===== src/hw/tqv_periph_defs.svh =====
// Peripheral hub constants for the slot map, register offsets and bus codes
`ifndef TQV_PERIPH_DEFS_SVH
`define TQV_PERIPH_DEFS_SVH

// Slots on each side of the address map
`define TQV_USER_SLOTS      16
`define TQV_SIMPLE_SLOTS    16

// Slot assignments
`define TQV_SLOT_GPIO       1   // Full slot
`define TQV_SLOT_SCRATCH    2   // Full slot
`define TQV_SIMPLE_SCRATCH  0   // Byte slot

// Size code when no transfer is requested
`define TQV_XFER_IDLE       2'd3

`define TQV_NUM_PINS        8

// GPIO register offsets inside its slot
`define TQV_GPIO_OUT_OFS    6'h00
`define TQV_GPIO_IN_OFS     6'h04
`define TQV_GPIO_SEL_BASE   6'h20   // One word per output pin from here

`endif


===== src/hw/tqv_periph_pkg.sv =====
// Hub package with the bus, slot and pin vector types
`default_nettype none

`include "tqv_periph_defs.svh"

package tqv_periph_pkg;

    // Core side bus
    typedef logic [10:0] bus_addr_t;
    typedef logic [31:0] word_t;
    typedef logic [7:0]  byte_t;
    typedef logic [1:0]  xfer_n_t;    // 0 byte, 1 half, 2 word, 3 idle

    // Slot decode
    typedef logic [$clog2(`TQV_USER_SLOTS)-1:0] slot_t;
    typedef logic [`TQV_USER_SLOTS-1:0]         slot_vec_t;
    typedef logic [5:0]                         offset_t;   // 64 bytes per full slot

    // Pin routing
    // Bit 4 picks the byte side, bits 3..0 the slot
    typedef logic [4:0]               func_sel_t;
    typedef logic [`TQV_NUM_PINS-1:0] pins_t;

endpackage

`default_nettype wire


===== src/hw/periph_bus_if.sv =====
// Decoded peripheral bus between the decode stage, the peripherals and the read return
`timescale 1ns/1ps
`default_nettype none

interface periph_bus_if;
    import tqv_periph_pkg::*;

    slot_vec_t user_sel;    // One-hot full slot select
    slot_vec_t simple_sel;  // One-hot byte slot select
    offset_t   offset;
    word_t     wdata;
    xfer_n_t   wr_n;
    xfer_n_t   rd_n;        // Forced idle while a read result is pending

    modport decoder (
        output user_sel, simple_sel, offset, wdata, wr_n, rd_n
    );

    modport target (
        input user_sel, simple_sel, offset, wdata, wr_n, rd_n
    );

    // Read return only needs to know which slot answers
    modport monitor (
        input user_sel, simple_sel
    );

endinterface

`default_nettype wire


===== src/hw/bus_decode.sv =====
// Decode stage that splits the core address into slot selects and blocks repeat reads
`timescale 1ns/1ps
`default_nettype none

`include "tqv_periph_defs.svh"

module bus_decode (
    input  logic                      clk,
    input  logic                      rst_n,
    input  tqv_periph_pkg::bus_addr_t i_addr,
    input  tqv_periph_pkg::word_t     i_wdata,
    input  tqv_periph_pkg::xfer_n_t   i_write_n,
    input  tqv_periph_pkg::xfer_n_t   i_read_n,
    input  logic                      i_read_block,
    periph_bus_if.decoder             bus
);
    import tqv_periph_pkg::*;

    slot_t user_slot;
    slot_t simple_slot;
    logic  byte_side;
    logic  rd_served;   // Read answered and core still holding the code

    assign byte_side   = i_addr[10];
    assign user_slot   = i_addr[9:6];
    assign simple_slot = i_addr[7:4];

    always_comb begin
        for (int s = 0; s < `TQV_USER_SLOTS; s++) begin
            bus.user_sel[s] = !byte_side && (user_slot == slot_t'(s));
        end
        for (int s = 0; s < `TQV_SIMPLE_SLOTS; s++) begin
            bus.simple_sel[s] = byte_side && (simple_slot == slot_t'(s));
        end
    end

    // Stays set until the core drops its read request
    always_ff @(posedge clk) begin
        if (!rst_n) begin
            rd_served <= 1'b0;
        end else begin
            rd_served <= (i_read_block || rd_served) && (i_read_n != `TQV_XFER_IDLE);
        end
    end

    assign bus.offset = i_addr[5:0];   // Byte slots only look at the low nibble
    assign bus.wdata  = i_wdata;
    assign bus.wr_n   = i_write_n;

    // Peripherals must not see the same read twice
    assign bus.rd_n = (i_read_block || rd_served) ? `TQV_XFER_IDLE : i_read_n;

endmodule

`default_nettype wire


===== src/hw/byte_scratch.sv =====
// Byte-slot scratch peripheral with four byte registers
`timescale 1ns/1ps
`default_nettype none

`include "tqv_periph_defs.svh"

module byte_scratch (
    input  logic                  clk,
    input  logic                  rst_n,
    periph_bus_if.target          bus,
    output tqv_periph_pkg::byte_t o_rdata,
    output tqv_periph_pkg::pins_t o_pins
);
    import tqv_periph_pkg::*;

    localparam int NUM_REGS = 4;

    byte_t      regs [NUM_REGS];
    logic       wr_en;
    logic       reg_hit;   // Offsets 0..3 of the 16-byte slot
    logic [1:0] idx;

    assign wr_en   = bus.simple_sel[`TQV_SIMPLE_SCRATCH] && (bus.wr_n != `TQV_XFER_IDLE);
    assign reg_hit = (bus.offset[3:2] == 2'b00);
    assign idx     = bus.offset[1:0];

    // Any write size lands the low byte
    always_ff @(posedge clk) begin
        if (!rst_n) begin
            for (int r = 0; r < NUM_REGS; r++) begin
                regs[r] <= '0;
            end
        end else if (wr_en && reg_hit) begin
            regs[idx] <= bus.wdata[7:0];
        end
    end

    assign o_rdata = reg_hit ? regs[idx] : '0;
    assign o_pins  = regs[0];

endmodule

`default_nettype wire


===== src/hw/gpio_ctrl.sv =====
// GPIO block with output register, input readback and per-pin output function routing
`timescale 1ns/1ps
`default_nettype none

`include "tqv_periph_defs.svh"

module gpio_ctrl (
    input  logic                  clk,
    input  logic                  rst_n,
    periph_bus_if.target          bus,
    input  tqv_periph_pkg::pins_t i_ui_in,
    input  tqv_periph_pkg::pins_t i_scratch_pins,
    input  tqv_periph_pkg::pins_t i_byte_pins,
    output tqv_periph_pkg::word_t o_rdata,
    output tqv_periph_pkg::pins_t o_pins
);
    import tqv_periph_pkg::*;

    pins_t     gpio_out;
    func_sel_t func_sel [`TQV_NUM_PINS];
    logic      wr_en;
    logic      sel_hit;                               // Offset is in the select block
    logic [$clog2(`TQV_NUM_PINS)-1:0] sel_idx;

    assign wr_en   = bus.user_sel[`TQV_SLOT_GPIO] && (bus.wr_n != `TQV_XFER_IDLE);
    assign sel_hit = (bus.offset >= `TQV_GPIO_SEL_BASE) && (bus.offset[1:0] == 2'b00);
    assign sel_idx = bus.offset[4:2];

    always_ff @(posedge clk) begin
        if (!rst_n) begin
            gpio_out <= '0;
        end else if (wr_en && (bus.offset == `TQV_GPIO_OUT_OFS)) begin
            gpio_out <= bus.wdata[`TQV_NUM_PINS-1:0];
        end
    end

    always_ff @(posedge clk) begin
        if (!rst_n) begin
            for (int p = 0; p < `TQV_NUM_PINS; p++) begin
                func_sel[p] <= func_sel_t'(`TQV_SLOT_GPIO);   // All pins start on GPIO
            end
        end else if (wr_en && sel_hit) begin
            func_sel[sel_idx] <= bus.wdata[4:0];
        end
    end

    // Register readback
    always_comb begin
        if (bus.offset == `TQV_GPIO_OUT_OFS) begin
            o_rdata = word_t'(gpio_out);
        end else if (bus.offset == `TQV_GPIO_IN_OFS) begin
            o_rdata = word_t'(i_ui_in);
        end else if (sel_hit) begin
            o_rdata = word_t'(func_sel[sel_idx]);
        end else begin
            o_rdata = '0;
        end
    end

    // Each pin takes its own bit from the slot its select names
    always_comb begin
        for (int p = 0; p < `TQV_NUM_PINS; p++) begin
            if (func_sel[p][4]) begin
                o_pins[p] = (func_sel[p][3:0] == slot_t'(`TQV_SIMPLE_SCRATCH)) && i_byte_pins[p];
            end else if (func_sel[p][3:0] == slot_t'(`TQV_SLOT_GPIO)) begin
                o_pins[p] = gpio_out[p];
            end else if (func_sel[p][3:0] == slot_t'(`TQV_SLOT_SCRATCH)) begin
                o_pins[p] = i_scratch_pins[p];
            end else begin
                o_pins[p] = 1'b0;   // Unmapped slot
            end
        end
    end

endmodule

`default_nettype wire


===== src/hw/read_return.sv =====
// Read return stage with the slot read mux, data hold until read complete and ready
`timescale 1ns/1ps
`default_nettype none

`include "tqv_periph_defs.svh"

module read_return (
    input  logic                    clk,
    input  logic                    rst_n,
    periph_bus_if.monitor           bus,
    input  tqv_periph_pkg::xfer_n_t i_read_n,
    input  tqv_periph_pkg::xfer_n_t i_write_n,
    input  logic                    i_read_complete,
    input  tqv_periph_pkg::word_t   i_gpio_rdata,
    input  tqv_periph_pkg::word_t   i_scratch_rdata,
    input  logic                    i_scratch_rdy,
    input  tqv_periph_pkg::byte_t   i_byte_rdata,
    output tqv_periph_pkg::word_t   o_rdata,
    output logic                    o_ready,
    output logic                    o_read_block
);
    import tqv_periph_pkg::*;

    word_t peri_data;
    logic  peri_rdy;
    word_t rdata_q;
    logic  hold_q;    // Result captured and not yet consumed
    logic  ready_q;
    logic  read_req;

    assign read_req = (i_read_n != `TQV_XFER_IDLE);

    // Byte slots, GPIO and unmapped full slots answer at once
    always_comb begin
        peri_data = '0;
        peri_rdy  = 1'b1;
        if (bus.simple_sel[`TQV_SIMPLE_SCRATCH]) begin
            peri_data = word_t'(i_byte_rdata);
        end else if (bus.user_sel[`TQV_SLOT_GPIO]) begin
            peri_data = i_gpio_rdata;
        end else if (bus.user_sel[`TQV_SLOT_SCRATCH]) begin
            peri_data = i_scratch_rdata;
            peri_rdy  = i_scratch_rdy;
        end
    end

    always_ff @(posedge clk) begin
        if (!rst_n) begin
            rdata_q <= '0;
            hold_q  <= 1'b0;
            ready_q <= 1'b0;
        end else begin
            ready_q <= read_req && peri_rdy && !ready_q;   // One pulse per read
            if (!hold_q && read_req && peri_rdy) begin
                hold_q  <= 1'b1;
                rdata_q <= peri_data;
            end else if (i_read_complete) begin
                hold_q <= 1'b0;
            end
        end
    end

    assign o_rdata      = rdata_q;
    assign o_ready      = ready_q || (i_write_n != `TQV_XFER_IDLE);   // Writes complete at once
    assign o_read_block = ready_q;

endmodule

`default_nettype wire


===== src/hw/tqv_periph_top.sv =====
// Peripheral hub top level joining decode, peripherals and read return
`timescale 1ns/1ps
`default_nettype none

module tqv_periph_top (
    input  logic                      clk,
    input  logic                      rst_n,
    input  tqv_periph_pkg::pins_t     i_ui_in,
    output tqv_periph_pkg::pins_t     o_uo_out,
    input  tqv_periph_pkg::bus_addr_t i_addr,
    input  tqv_periph_pkg::word_t     i_wdata,
    input  tqv_periph_pkg::xfer_n_t   i_write_n,
    input  tqv_periph_pkg::xfer_n_t   i_read_n,
    output tqv_periph_pkg::word_t     o_rdata,
    output logic                      o_ready,
    input  logic                      i_read_complete
);
    import tqv_periph_pkg::*;

    word_t gpio_rdata;
    word_t scratch_rdata;
    logic  scratch_rdy;
    byte_t byte_rdata;
    pins_t scratch_pins;
    pins_t byte_pins;
    logic  read_block;   // Result pending at the core

    periph_bus_if u_bus ();

    bus_decode u_decode (
        .clk          (clk),
        .rst_n        (rst_n),
        .i_addr       (i_addr),
        .i_wdata      (i_wdata),
        .i_write_n    (i_write_n),
        .i_read_n     (i_read_n),
        .i_read_block (read_block),
        .bus          (u_bus)
    );

    // GPIO also owns the output pin routing
    gpio_ctrl u_gpio (
        .clk            (clk),
        .rst_n          (rst_n),
        .bus            (u_bus),
        .i_ui_in        (i_ui_in),
        .i_scratch_pins (scratch_pins),
        .i_byte_pins    (byte_pins),
        .o_rdata        (gpio_rdata),
        .o_pins         (o_uo_out)
    );

    user_scratch u_scratch (
        .clk     (clk),
        .rst_n   (rst_n),
        .bus     (u_bus),
        .o_rdata (scratch_rdata),
        .o_rdy   (scratch_rdy),
        .o_pins  (scratch_pins)
    );

    byte_scratch u_byte (
        .clk     (clk),
        .rst_n   (rst_n),
        .bus     (u_bus),
        .o_rdata (byte_rdata),
        .o_pins  (byte_pins)
    );

    read_return u_return (
        .clk             (clk),
        .rst_n           (rst_n),
        .bus             (u_bus),
        .i_read_n        (i_read_n),
        .i_write_n       (i_write_n),
        .i_read_complete (i_read_complete),
        .i_gpio_rdata    (gpio_rdata),
        .i_scratch_rdata (scratch_rdata),
        .i_scratch_rdy   (scratch_rdy),
        .i_byte_rdata    (byte_rdata),
        .o_rdata         (o_rdata),
        .o_ready         (o_ready),
        .o_read_block    (read_block)
    );

endmodule

`default_nettype wire


===== src/hw/user_scratch.sv =====
// Full-slot scratch peripheral with four word registers and sized writes
`timescale 1ns/1ps
`default_nettype none

`include "tqv_periph_defs.svh"

module user_scratch (
    input  logic                  clk,
    input  logic                  rst_n,
    periph_bus_if.target          bus,
    output tqv_periph_pkg::word_t o_rdata,
    output logic                  o_rdy,
    output tqv_periph_pkg::pins_t o_pins
);
    import tqv_periph_pkg::*;

    localparam int NUM_REGS = 4;

    word_t      regs [NUM_REGS];
    logic       sel;
    logic       reg_hit;   // Offsets 0, 4, 8 and C
    logic [1:0] idx;

    assign sel     = bus.user_sel[`TQV_SLOT_SCRATCH];
    assign reg_hit = (bus.offset[5:4] == 2'b00) && (bus.offset[1:0] == 2'b00);
    assign idx     = bus.offset[3:2];

    always_ff @(posedge clk) begin
        if (!rst_n) begin
            for (int r = 0; r < NUM_REGS; r++) begin
                regs[r] <= '0;
            end
        end else if (sel && reg_hit) begin
            case (bus.wr_n)
                2'd0: regs[idx][7:0]  <= bus.wdata[7:0];    // Byte
                2'd1: regs[idx][15:0] <= bus.wdata[15:0];   // Half
                2'd2: regs[idx]       <= bus.wdata;         // Word
                default: begin
                end
            endcase
        end
    end

    // Data is valid one cycle after the request
    always_ff @(posedge clk) begin
        if (!rst_n) begin
            o_rdy <= 1'b0;
        end else begin
            o_rdy <= sel && (bus.rd_n != `TQV_XFER_IDLE);
        end
    end

    assign o_rdata = reg_hit ? regs[idx] : '0;
    assign o_pins  = regs[0][`TQV_NUM_PINS-1:0];

endmodule

`default_nettype wire


===== config.mk =====
export PLATFORM = sky130hd
export DESIGN_NAME = tqv_periph_top
export DESIGN_NICKNAME = d
export VERILOG_FILES = /design/src/hw/tqv_periph_pkg.sv /design/src/hw/periph_bus_if.sv /design/src/hw/bus_decode.sv /design/src/hw/byte_scratch.sv /design/src/hw/gpio_ctrl.sv /design/src/hw/read_return.sv /design/src/hw/tqv_periph_top.sv /design/src/hw/user_scratch.sv
export VERILOG_INCLUDE_DIRS = /design/src /design/src/hw
export SDC_FILE = /design/constraint.sdc
export NUM_CORES = 1
export LEC_CHECK = 0
export BUFFER_PORTS_ARGS = -buffer_cell sky130_fd_sc_hd__clkbuf_2
export CORE_AREA = 2 2 197 199
export DETAILED_ROUTE_END_ITERATION = 10
export DIE_AREA = 0 0 199 201
export GPL_TIMING_DRIVEN = 0
export PLACE_DENSITY_LB_ADDON = 0.15
export SKIP_CTS_REPAIR_TIMING = 1
export SYNTH_ARGS = -nofsm -noshare
export SYNTH_HDL_FRONTEND = slang
export SYNTH_HIERARCHICAL = 1
export SYNTH_SLANG_ARGS = --single-unit
export TNS_END_PERCENT = 1

===== constraint.sdc =====
create_clock -name clk -period 10.84 [get_ports clk]
set_input_delay 0.542 -clock clk [delete_from_list [all_inputs] [get_ports clk]]
set_output_delay 0.542 -clock clk [all_outputs]
set_load 0.1 [all_outputs]

==> results of run 1 <==
-- registers in the layout, summed over array words and instances (netlist names) --
signal,cells
u_byte/regs,32
u_return/hold_q,1
u_return/o_rdata,32
u_gpio/gpio_out,8
u_gpio/func_sel,40
u_decode/rd_served,1
u_return/o_read_block,1
u_scratch/o_rdy,1
u_scratch/regs,128
-- layer usage --
| layer | global-route usage | routed length (um) |
|---|---|---|
| met3 | 0.0279 | 1890 |
| met2 | 0.287 | 16700 |
| met4 | 0.0344 | 509 |
| met5 | 0 | 0 |
| met1 | 0.270 | 17400 |
-- cell usage in the layout, fill, tap and decap left out, types with 24 or more instances in the layout --
cell type    n
nand2_1     40
conb_1      24
mux2i_1     25
edfxtp_1   200
clkbuf_1    47
and2_1      74
clkbuf_16   29
a22oi_1     26
clkbuf_2    61
mux4_2      33
buf_2       25
buf_4       79
nor4_2      26
nand3_1     24
nor2_1      96
dfxtp_1     44
-- power breakdown --
part	switching, uW	leakage (uW)	internal, uW
Sequential	18.2	0.00226	1050
Combinational	123	0.00242	75.6
Clock	384	0.000459	582
Total	526	0.00513	1710
-- how the worst min path moves through the flow --
stage | startpoint | to | slack, ns | cells after the start
finish | i_read_n[1] | u_return/o_read_block$_SDFF_PN0_ | 0.25 | 2
global route | i_read_n[0] | u_return/o_read_block$_SDFF_PN0_ | 0.25 | 2
CTS | i_read_n[0] | u_return/o_read_block$_SDFF_PN0_ | 0.22 | 2
detailed placement | u_return/o_rdata[0]$_SDFFE_PN0P_ | u_return/o_rdata[0]$_SDFFE_PN0P_ | 0.47 | 2
global placement | u_return/o_rdata[1]$_SDFFE_PN0P_ | u_return/o_rdata[1]$_SDFFE_PN0P_ | 0.48 | 2
floorplan | u_gpio/gpio_out[0]$_SDFFE_PN0P_ | u_gpio/gpio_out[0]$_SDFFE_PN0P_ | 0.45 | 2
-- final cells by class --
| class | instances | area [um^2] | area share |
|---|---|---|---|
| sequential | 244 | 6890 | 0.462 |
| multi-input combinational | 662 | 4940 | 0.331 |
| buffer | 163 | 1040 | 0.0700 |
| clock buffer | 33 | 741 | 0.0497 |
| tap | 518 | 648 | 0.0435 |
| timing repair buffer | 68 | 373 | 0.0250 |
| clock inverter | 19 | 199 | 0.0133 |
| inverter | 21 | 78.8 | 0.00529 |
-- per-stage QoR --
stage / hold WS [ns] / utilization / instance area [um^2] / instances
global route: 0.248 / 0.391 / 14900 / 1728
detailed placement: 0.474 / 0.367 / 14000 / 1676
finish: 0.249 / 0.391 / 14900 / 1728
CTS: 0.222 / 0.391 / 14900 / 1728
global placement: 0.477 / 0.364 / 13900 / 1667
floorplan: 0.448 / - / 12900 / 1090
==> results.json, run 1 <==
{
  "status": "completed",
  "ir_worst_vdd_mv": 0.0966,
  "dp_slack_ns": 6.97,
  "numCtsBuffers": 28,
  "leakage_uw": 0.00513,
  "worstSetupPathDepth": 8,
  "grt_max_degree": 23,
  "grt_overflow": 0,
  "num_vias": 8746,
  "fmax_mhz": 294,
  "worst_setup_path_start_kind": "primary input",
  "cts_tree": "built",
  "n_antenna_cell": 0,
  "grt_pass1_vias": 8705,
  "ff2ff_path_depth": 6,
  "slowest_delay_ns": 0.65,
  "slew_headroom": 0.162,
  "max-cap-violations": 0,
  "grt_first_pass_wirelength_mm": 55.1,
  "required_ns": 11.01,
  "wirelength_mm": 36.6,
  "ios": 99,
  "yosys_warnings": 6,
  "fill_cells": 3705,
  "synthCells": 1067,
  "final_max_slew_viol_count": 0,
  "root_buffer": "clkbuf_16",
  "areaGrowthSynthToFinish_pct": 16.2,
  "endpoint": "u_gpio/func_sel[3][3]$_SDFFCE_PN0P_",
  "worst_ep_arrival_time_ns": 3.57,
  "fin_crit_ns": 3.40,
  "clk_latency_ns": 0.54,
  "dieArea_mm2": 0.0400,
  "hpwlAfterDp_mm": 26.8,
  "worst_slew_pin_slew_ns": 1.25,
  "worstSetupStartpoint": "i_addr[7]",
  "drt_iter0_markers": 654,
  "hold_class": "primary input to register",
  "slowest_stage": "o21ai_0",
  "hold_viol": 0,
  "layout.nets": 1246,
  "antenna_found_initial": 0,
  "wl_per_cell_um": 21.2,
  "post-route-period-util": 0.314,
  "cts.clk_slew.worst_paths_ns": 0.06,
  "dr.pass1.iters": 5,
  "cp_max_fo": 10,
  "clock_sinks": 244,
  "p_per_area_mw_per_mm2": 150,
  "globalRouteTotalUtil": 0.183,
  "clock_skew_ns": 0.00629,
  "rsz0062_at_grt": "no",
  "r2r_slack_ns": 8.57,
  "cts_max_level": 1,
  "drcViolationCount": 0,
  "finalPower_uw": 2240,
  "die_x_um": 199,
  "r2r-start": "u_gpio/func_sel[3][1]$_SDFFCE_PN0P_",
  "crit_chain": "clkbuf_2, buf_2, nor4_1, a21boi_0, clkbuf_1, nand4_1, clkbuf_1, o21ai_0",
  "clock_path_buffers": 3,
  "worstSetupPathType": "primary input to register",
  "syn_avg_cell_area_um2": 12.0,
  "path_delay_family": "compound AO/OA/AOI/OAI gates",
  "cp-end-kind": "register",
  "die-height_um": 201,
  "syn_area_mm2": 0.0128,
  "via_per_inst": 5.06,
  "postRouteAntennaNets": 0,
  "initial_utilization": 0.337,
  "core_area_mm2": 0.0381,
  "drive_gt1_frac": 0.282,
  "reg2reg_to": "u_return/o_rdata[1]$_SDFFE_PN0P_",
  "routabilityCongestion": 0.820,
  "worst-path-buf-inv": 4,
  "path_common_cell": "clkbuf_1",
  "fin_ws_ns": 7.44,
  "row_count": 72,
  "tns_ns": 0,
  "port_buffers": 59,
  "finalSetupViolations": 0
}
(Power assumes the default switching activity.)
==> run 2, diff against run 1 <==
- clock period: 10.84 -> 2.8 ns (I/O delays scaled with it)
==> results.json, run 2 (synthesis gave the netlist of run 1 again) <==
{
  "grt_max_degree": 23,
  "fin_area_mm2": 0.0152,
  "final_cell_mix": "200 x edfxtp_1, 96 x nor2_1, 80 x buf_4",
  "path_delay_family": "compound AO/OA/AOI/OAI gates",
  "status": "finished, violations left",
  "globalRouteTotalUtil": 0.184,
  "rsz0062_at_grt": "yes",
  "worst_setup_path_start_kind": "primary input",
  "fin_util": 0.398,
  "num_vias": 8950,
  "antenna_found_initial": 0,
  "layout.nets": 1283,
  "worst-path-buf-inv": 4,
  "grt_overflow": 0,
  "cts_max_level": 1,
  "fin_crit_ns": 2.85,
  "p_int_uw": 6290,
  "cts.clk_slew.worst_paths_ns": 0.06,
  "crit_chain": "clkbuf_2, buf_2, nor4_1, a21boi_0, clkbuf_1, nand4_1, clkbuf_1, o21ai_0",
  "fin_ws_ns": -0.0463,
  "layout_commonest_cell": "edfxtp_1",
  "max-cap-violations": 0,
  "cp_max_fo": 10,
  "hold_class": "primary input to register",
  "areaGrowthSynthToFinish_pct": 18.1,
  "final_max_slew_viol_count": 0,
  "placedCellCount": 1675,
  "hpwlAfterDp_mm": 26.6,
  "clockPowerShare": 0.401,
  "ios": 99,
  "top_register": "u_scratch/regs",
  "drt_iter0_markers": 596,
  "die-height_um": 201,
  "drive_gt1_frac": 0.266,
  "post-route-period-util": 1.02,
  "leakage_uw": 0.00523,
  "hold_viol": 0,
  "fmax_mhz": 351,
  "cp-end-kind": "register",
  "switching_share": 0.241,
  "multi_input_area_mm2": 0.00495,
  "via_per_inst": 5.07,
  "violations": "negative setup slack",
  "grt_first_pass_wirelength_mm": 55.4,
  "dieArea_mm2": 0.0400,
  "fin_cells": 1764,
  "core_area_mm2": 0.0381,
  "reg.largest.list": "u_scratch/regs (128), u_gpio/func_sel (40)",
  "die_x_um": 199,
  "wl_per_cell_um": 20.9,
  "combinationalPowerShare": 0.099,
  "finalSetupViolations": 10,
  "slowest_stage": "o21ai_0",
  "initial_utilization": 0.337,
  "path_common_cell": "clkbuf_1",
  "worst_ep_arrival_time_ns": 3.02,
  "root_buffer": "clkbuf_16",
  "largest_reg_flops": 128,
  "power_switching_uw": 1990,
  "row_count": 72,
  "worstSetupPathType": "primary input to register",
  "power_frac_seq": 0.500,
  "clock_path_buffers": 3,
  "port_buffers": 59,
  "numCtsBuffers": 28,
  "worst_slew_pin_slew_ns": 1.16,
  "drcViolationCount": 0,
  "wirelength_mm": 36.9,
  "grt_pass1_vias": 8844,
  "slew_headroom": 0.224,
  "routabilityCongestion": 0.823,
  "placed_area_mm2": 0.0140,
  "clock_sinks": 244,
  "postRouteAntennaNets": 0,
  "ir_worst_vdd_mv": 0.395,
  "dr.pass1.iters": 5,
  "required_ns": 2.97,
  "regArea_mm2": 0.00689,
  "clock_skew_ns": 0.0101,
  "fill_cells": 3716,
  "clk_latency_ns": 0.54,
  "n_antenna_cell": 0,
  "slowest_delay_ns": 0.62,
  "cts_tree": "built",
  "p_per_area_mw_per_mm2": 546
}
==> run 2: cell count changes in the layout (fill, tap and decap cells not counted) <==
cell,before,now
dlygate4sd3_1,0,36
o21ai_1,4,9
clkbuf_2,61,63
buf_4,79,80
clkinvlp_4,3,0
buf_8,0,1
clkinv_2,9,3
buf_2,25,23
o21ai_0,18,11
clkinv_1,3,7
clkbuf_1,47,55
o21ai_2,5,7
buf_6,15,14
bufinv_16,4,0
==> run 2: per-layer routing <==
layer | part of all wire | global-route usage
met1 | 0.47 | 0.273
met2 | 0.46 | 0.290
met3 | 0.053 | 0.0207
met4 | 0.018 | 0.0400
met5 | 0 | 0
==> run 2: path summary, 6_finish.rpt <==
path / startpoint / end / slack, ns / cells past startpoint
worst max-delay path: i_addr[7] / u_gpio/func_sel[0][4]$_SDFFCE_PN0P_ / -0.05 / 8
worst min-delay path: i_addr[5] / u_gpio/gpio_out[6]$_SDFFE_PN0P_ / 0.09 / 5
worst max register to register: u_gpio/func_sel[6][0]$_SDFFCE_PN1P_ / u_return/o_rdata[0]$_SDFFE_PN0P_ / 0.56 / 6
worst min register to register: u_gpio/gpio_out[6]$_SDFFE_PN0P_ / u_gpio/gpio_out[6]$_SDFFE_PN0P_ / 0.48 / 2
==> run 2: power by group through the flow <==
stage / Sequential, uW / Clock [uW] / Combinational (uW)
floorplan: 4210 / 0 / 521
global placement: 4210 / 0 / 764
detailed placement: 4220 / 0 / 780
CTS: 4140 / 3380 / 782
global route: 4160 / 3540 / 879
finish: 4140 / 3320 / 821
==> run 2: worst register-to-register path: stages, from the launching register on <==
cell	delay, ns
edfxtp_1	0.45
mux4_2	0.48
nor2_1	0.10
a311oi_1	0.06
a221o_1	0.32
a221oi_1	0.52
o32ai_1	0.17
==> run 2: area by class of cell <==
cell class	instances	share of cell area
repair buffers	105	0.0491
clock buffers	41	0.0508
clock inverters	10	0.00272
well taps	518	0.0427
multi-input cells	662	0.326
inverters	21	0.00520
plain buffers	163	0.0688
flip-flops and latches	244	0.454
==> run 2: metrics by stage <==
step	power (uW)	setup slack, ns	setup TNS (ns)	hold slack (ns)
after detailed placement	5000	-0.516	-35.79	0.401
after CTS	8310	0.0382	0	-0.165
after global placement	4980	-1.92	-311.13	0.399
after global routing	8570	-0.202	-3.07	0.110
after floorplan	4730	-0.111	-4.89	0.252
final	8280	-0.0463	-0.341	0.0867
==> run 3, diff against run 2 <==
- CORE_AREA: 2 2 197 199 -> 2 2 180 217
- DIE_AREA: 0 0 199 201 -> 0 0 182 219
- clock period: 2.8 -> 2.9 ns (I/O delays scaled with it)
==> results.json, run 3 (synthesis gave the netlist of run 1 again) <==
{
  "ios": 99,
  "finalSetupViolations": 0,
  "timing.hold.ws_ns": 0.0630,
  "finalPower_uw": 8440,
  "final_max_slew_viol_count": 0,
  "fin_area_mm2": 0.0152,
  "power_frac_seq": 0.474,
  "p_per_area_mw_per_mm2": 554,
  "clock_path_buffers": 3,
  "fmax_mhz": 364,
  "worst-path-buf-inv": 5,
  "cts_tree": "built",
  "die_x_um": 182,
  "num_vias": 8968,
  "path_delay_family": "buffers and inverters",
  "root_buffer": "clkbuf_16",
  "hold_viol": 0,
  "dr.pass1.iters": 5,
  "cp_max_fo": 10,
  "initial_utilization": 0.341,
  "wirelength_mm": 37.9,
  "largest_reg_flops": 128,
  "grt_max_degree": 23,
  "clk_latency_ns": 0.56,
  "hpwlAfterDp_mm": 27.3,
  "via_per_inst": 5.20,
  "n_antenna_cell": 0,
  "port_buffers": 59,
  "grt_first_pass_wirelength_mm": 56.8,
  "clockPowerShare": 0.432,
  "max-cap-violations": 0,
  "hold_class": "primary input to register",
  "top_register": "u_scratch/regs",
  "cts.clk_slew.worst_paths_ns": 0.06,
  "placedCellCount": 1638,
  "layout.nets": 1282,
  "grt_pass1_vias": 9108,
  "ir_worst_vdd_mv": 0.485,
  "required_ns": 3.15,
  "reg.largest.list": "u_scratch/regs (128), u_gpio/func_sel (40)",
  "cp-end-kind": "register",
  "regArea_mm2": 0.00689,
  "dieArea_mm2": 0.0399,
  "drt_iter0_markers": 621,
  "placed_area_mm2": 0.0139,
  "multi_input_area_mm2": 0.00494,
  "layout_commonest_cell": "edfxtp_1",
  "worst_setup_path_start_kind": "primary input",
  "worst_ep_arrival_time_ns": 3.00,
  "grt_overflow": 0,
  "row_count": 78,
  "drive_gt1_frac": 0.275,
  "rsz0062_at_grt": "yes",
  "status": "completed",
  "path_common_cell": "buf_4",
  "cts_max_level": 1,
  "post-route-period-util": 0.947,
  "dp_slack_ns": -0.589,
  "slew_headroom": 0.129,
  "leakage_uw": 0.00530,
  "antenna_found_initial": 0,
  "die-height_um": 219,
  "drcViolationCount": 0,
  "fill_cells": 3680,
  "wl_per_cell_um": 21.9,
  "numCtsBuffers": 28,
  "worst_slew_pin_slew_ns": 1.30,
  "combinationalPowerShare": 0.094,
  "fin_crit_ns": 2.75,
  "clock_sinks": 244,
  "slowest_stage": "o21ai_0",
  "worstSetupPathType": "primary input to register",
  "globalRouteTotalUtil": 0.190,
  "fin_ws_ns": 0.154,
  "slowest_delay_ns": 0.68,
  "switching_share": 0.237,
  "core_area_mm2": 0.0377,
  "routabilityCongestion": 0.833,
  "postRouteAntennaNets": 0,
  "fin_cells": 1726,
  "clock_skew_ns": 0.0125,
  "p_int_uw": 6440,
  "power_switching_uw": 2000,
  "areaGrowthSynthToFinish_pct": 18.8,
  "final_cell_mix": "200 x edfxtp_1, 96 x nor2_1, 79 x buf_4",
  "crit_chain": "clkbuf_2, buf_4, nor4_2, buf_4, and2_1, clkbuf_1, nand2_1, o21ai_0, buf_2"
}
[run 3: changes by cell type in the layout (fill, tap and decap cells not counted), moves of 2 or more]
| cell | previous run | this run |
|---|---|---|
| buf_2 | 23 | 25 |
| buf_8 | 1 | 3 |
| o21ai_2 | 7 | 5 |
| clkinv_2 | 3 | 10 |
| clkinv_1 | 7 | 5 |
| clkbuf_1 | 55 | 44 |
| o21ai_0 | 11 | 13 |
| clkbuf_2 | 63 | 61 |
| clkinvlp_4 | 0 | 2 |
| bufinv_16 | 0 | 4 |
| buf_6 | 14 | 12 |
[run 3: routing by layer]
metal,track usage,vias to the layer above,part of all wire
li1,-,4244,-
met1,0.234,4435,0.41
met2,0.344,233,0.51
met3,0.0249,56,0.047
met4,0.0594,0,0.027
met5,0,-,0
[run 3: worst paths after layout]
path                            slack, ns  cells past startpoint                            endpoint                                start
worst max-delay path                 0.15                      9  u_scratch/regs[1][6]$_SDFFCE_PN0P_                           i_addr[10]
worst min-delay path                 0.06                      5     u_gpio/gpio_out[5]$_SDFFE_PN0P_                            i_addr[5]
worst min register to register       0.48                      2    u_return/o_rdata[3]$_SDFFE_PN0P_     u_return/o_rdata[3]$_SDFFE_PN0P_
worst max register to register       0.78                      6    u_return/o_rdata[0]$_SDFFE_PN0P_  u_gpio/func_sel[7][0]$_SDFFCE_PN1P_
[run 3: area by class of cell]
cell class,count,area share
Sequential cell,244,0.452
Inverter,21,0.00517
Multi-Input combinational cell,662,0.324
Tap cell,480,0.0394
Clock inverter,21,0.0134
Clock buffer,31,0.0487
Timing Repair Buffer,104,0.0488
Buffer,163,0.0684
[run 3: power by group through the flow]
stage	logic [uW]	clock network, uW	registers, uW
3_5_place_dp	759	0	4080
6_report	794	3650	4000
3_3_place_gp	742	0	4080
5_1_grt	852	3870	4010
2_1_floorplan	502	0	4070
4_1_cts	761	3750	4000
[run 3: through the flow]
step                      setup TNS, ns  utilization
after floorplan                  -20.06            -
after global placement          -384.53        0.367
after detailed placement         -35.83        0.370
after CTS                       -0.0137        0.395
after global routing             -0.844        0.405
final                                 0        0.405
[run 3: tightest hold or removal path, stage by stage]
cell,delay (ns)
buf_4,0.10
or4_4,0.14
nor2_4,0.06
nand3_1,0.08
a21boi_1,0.05
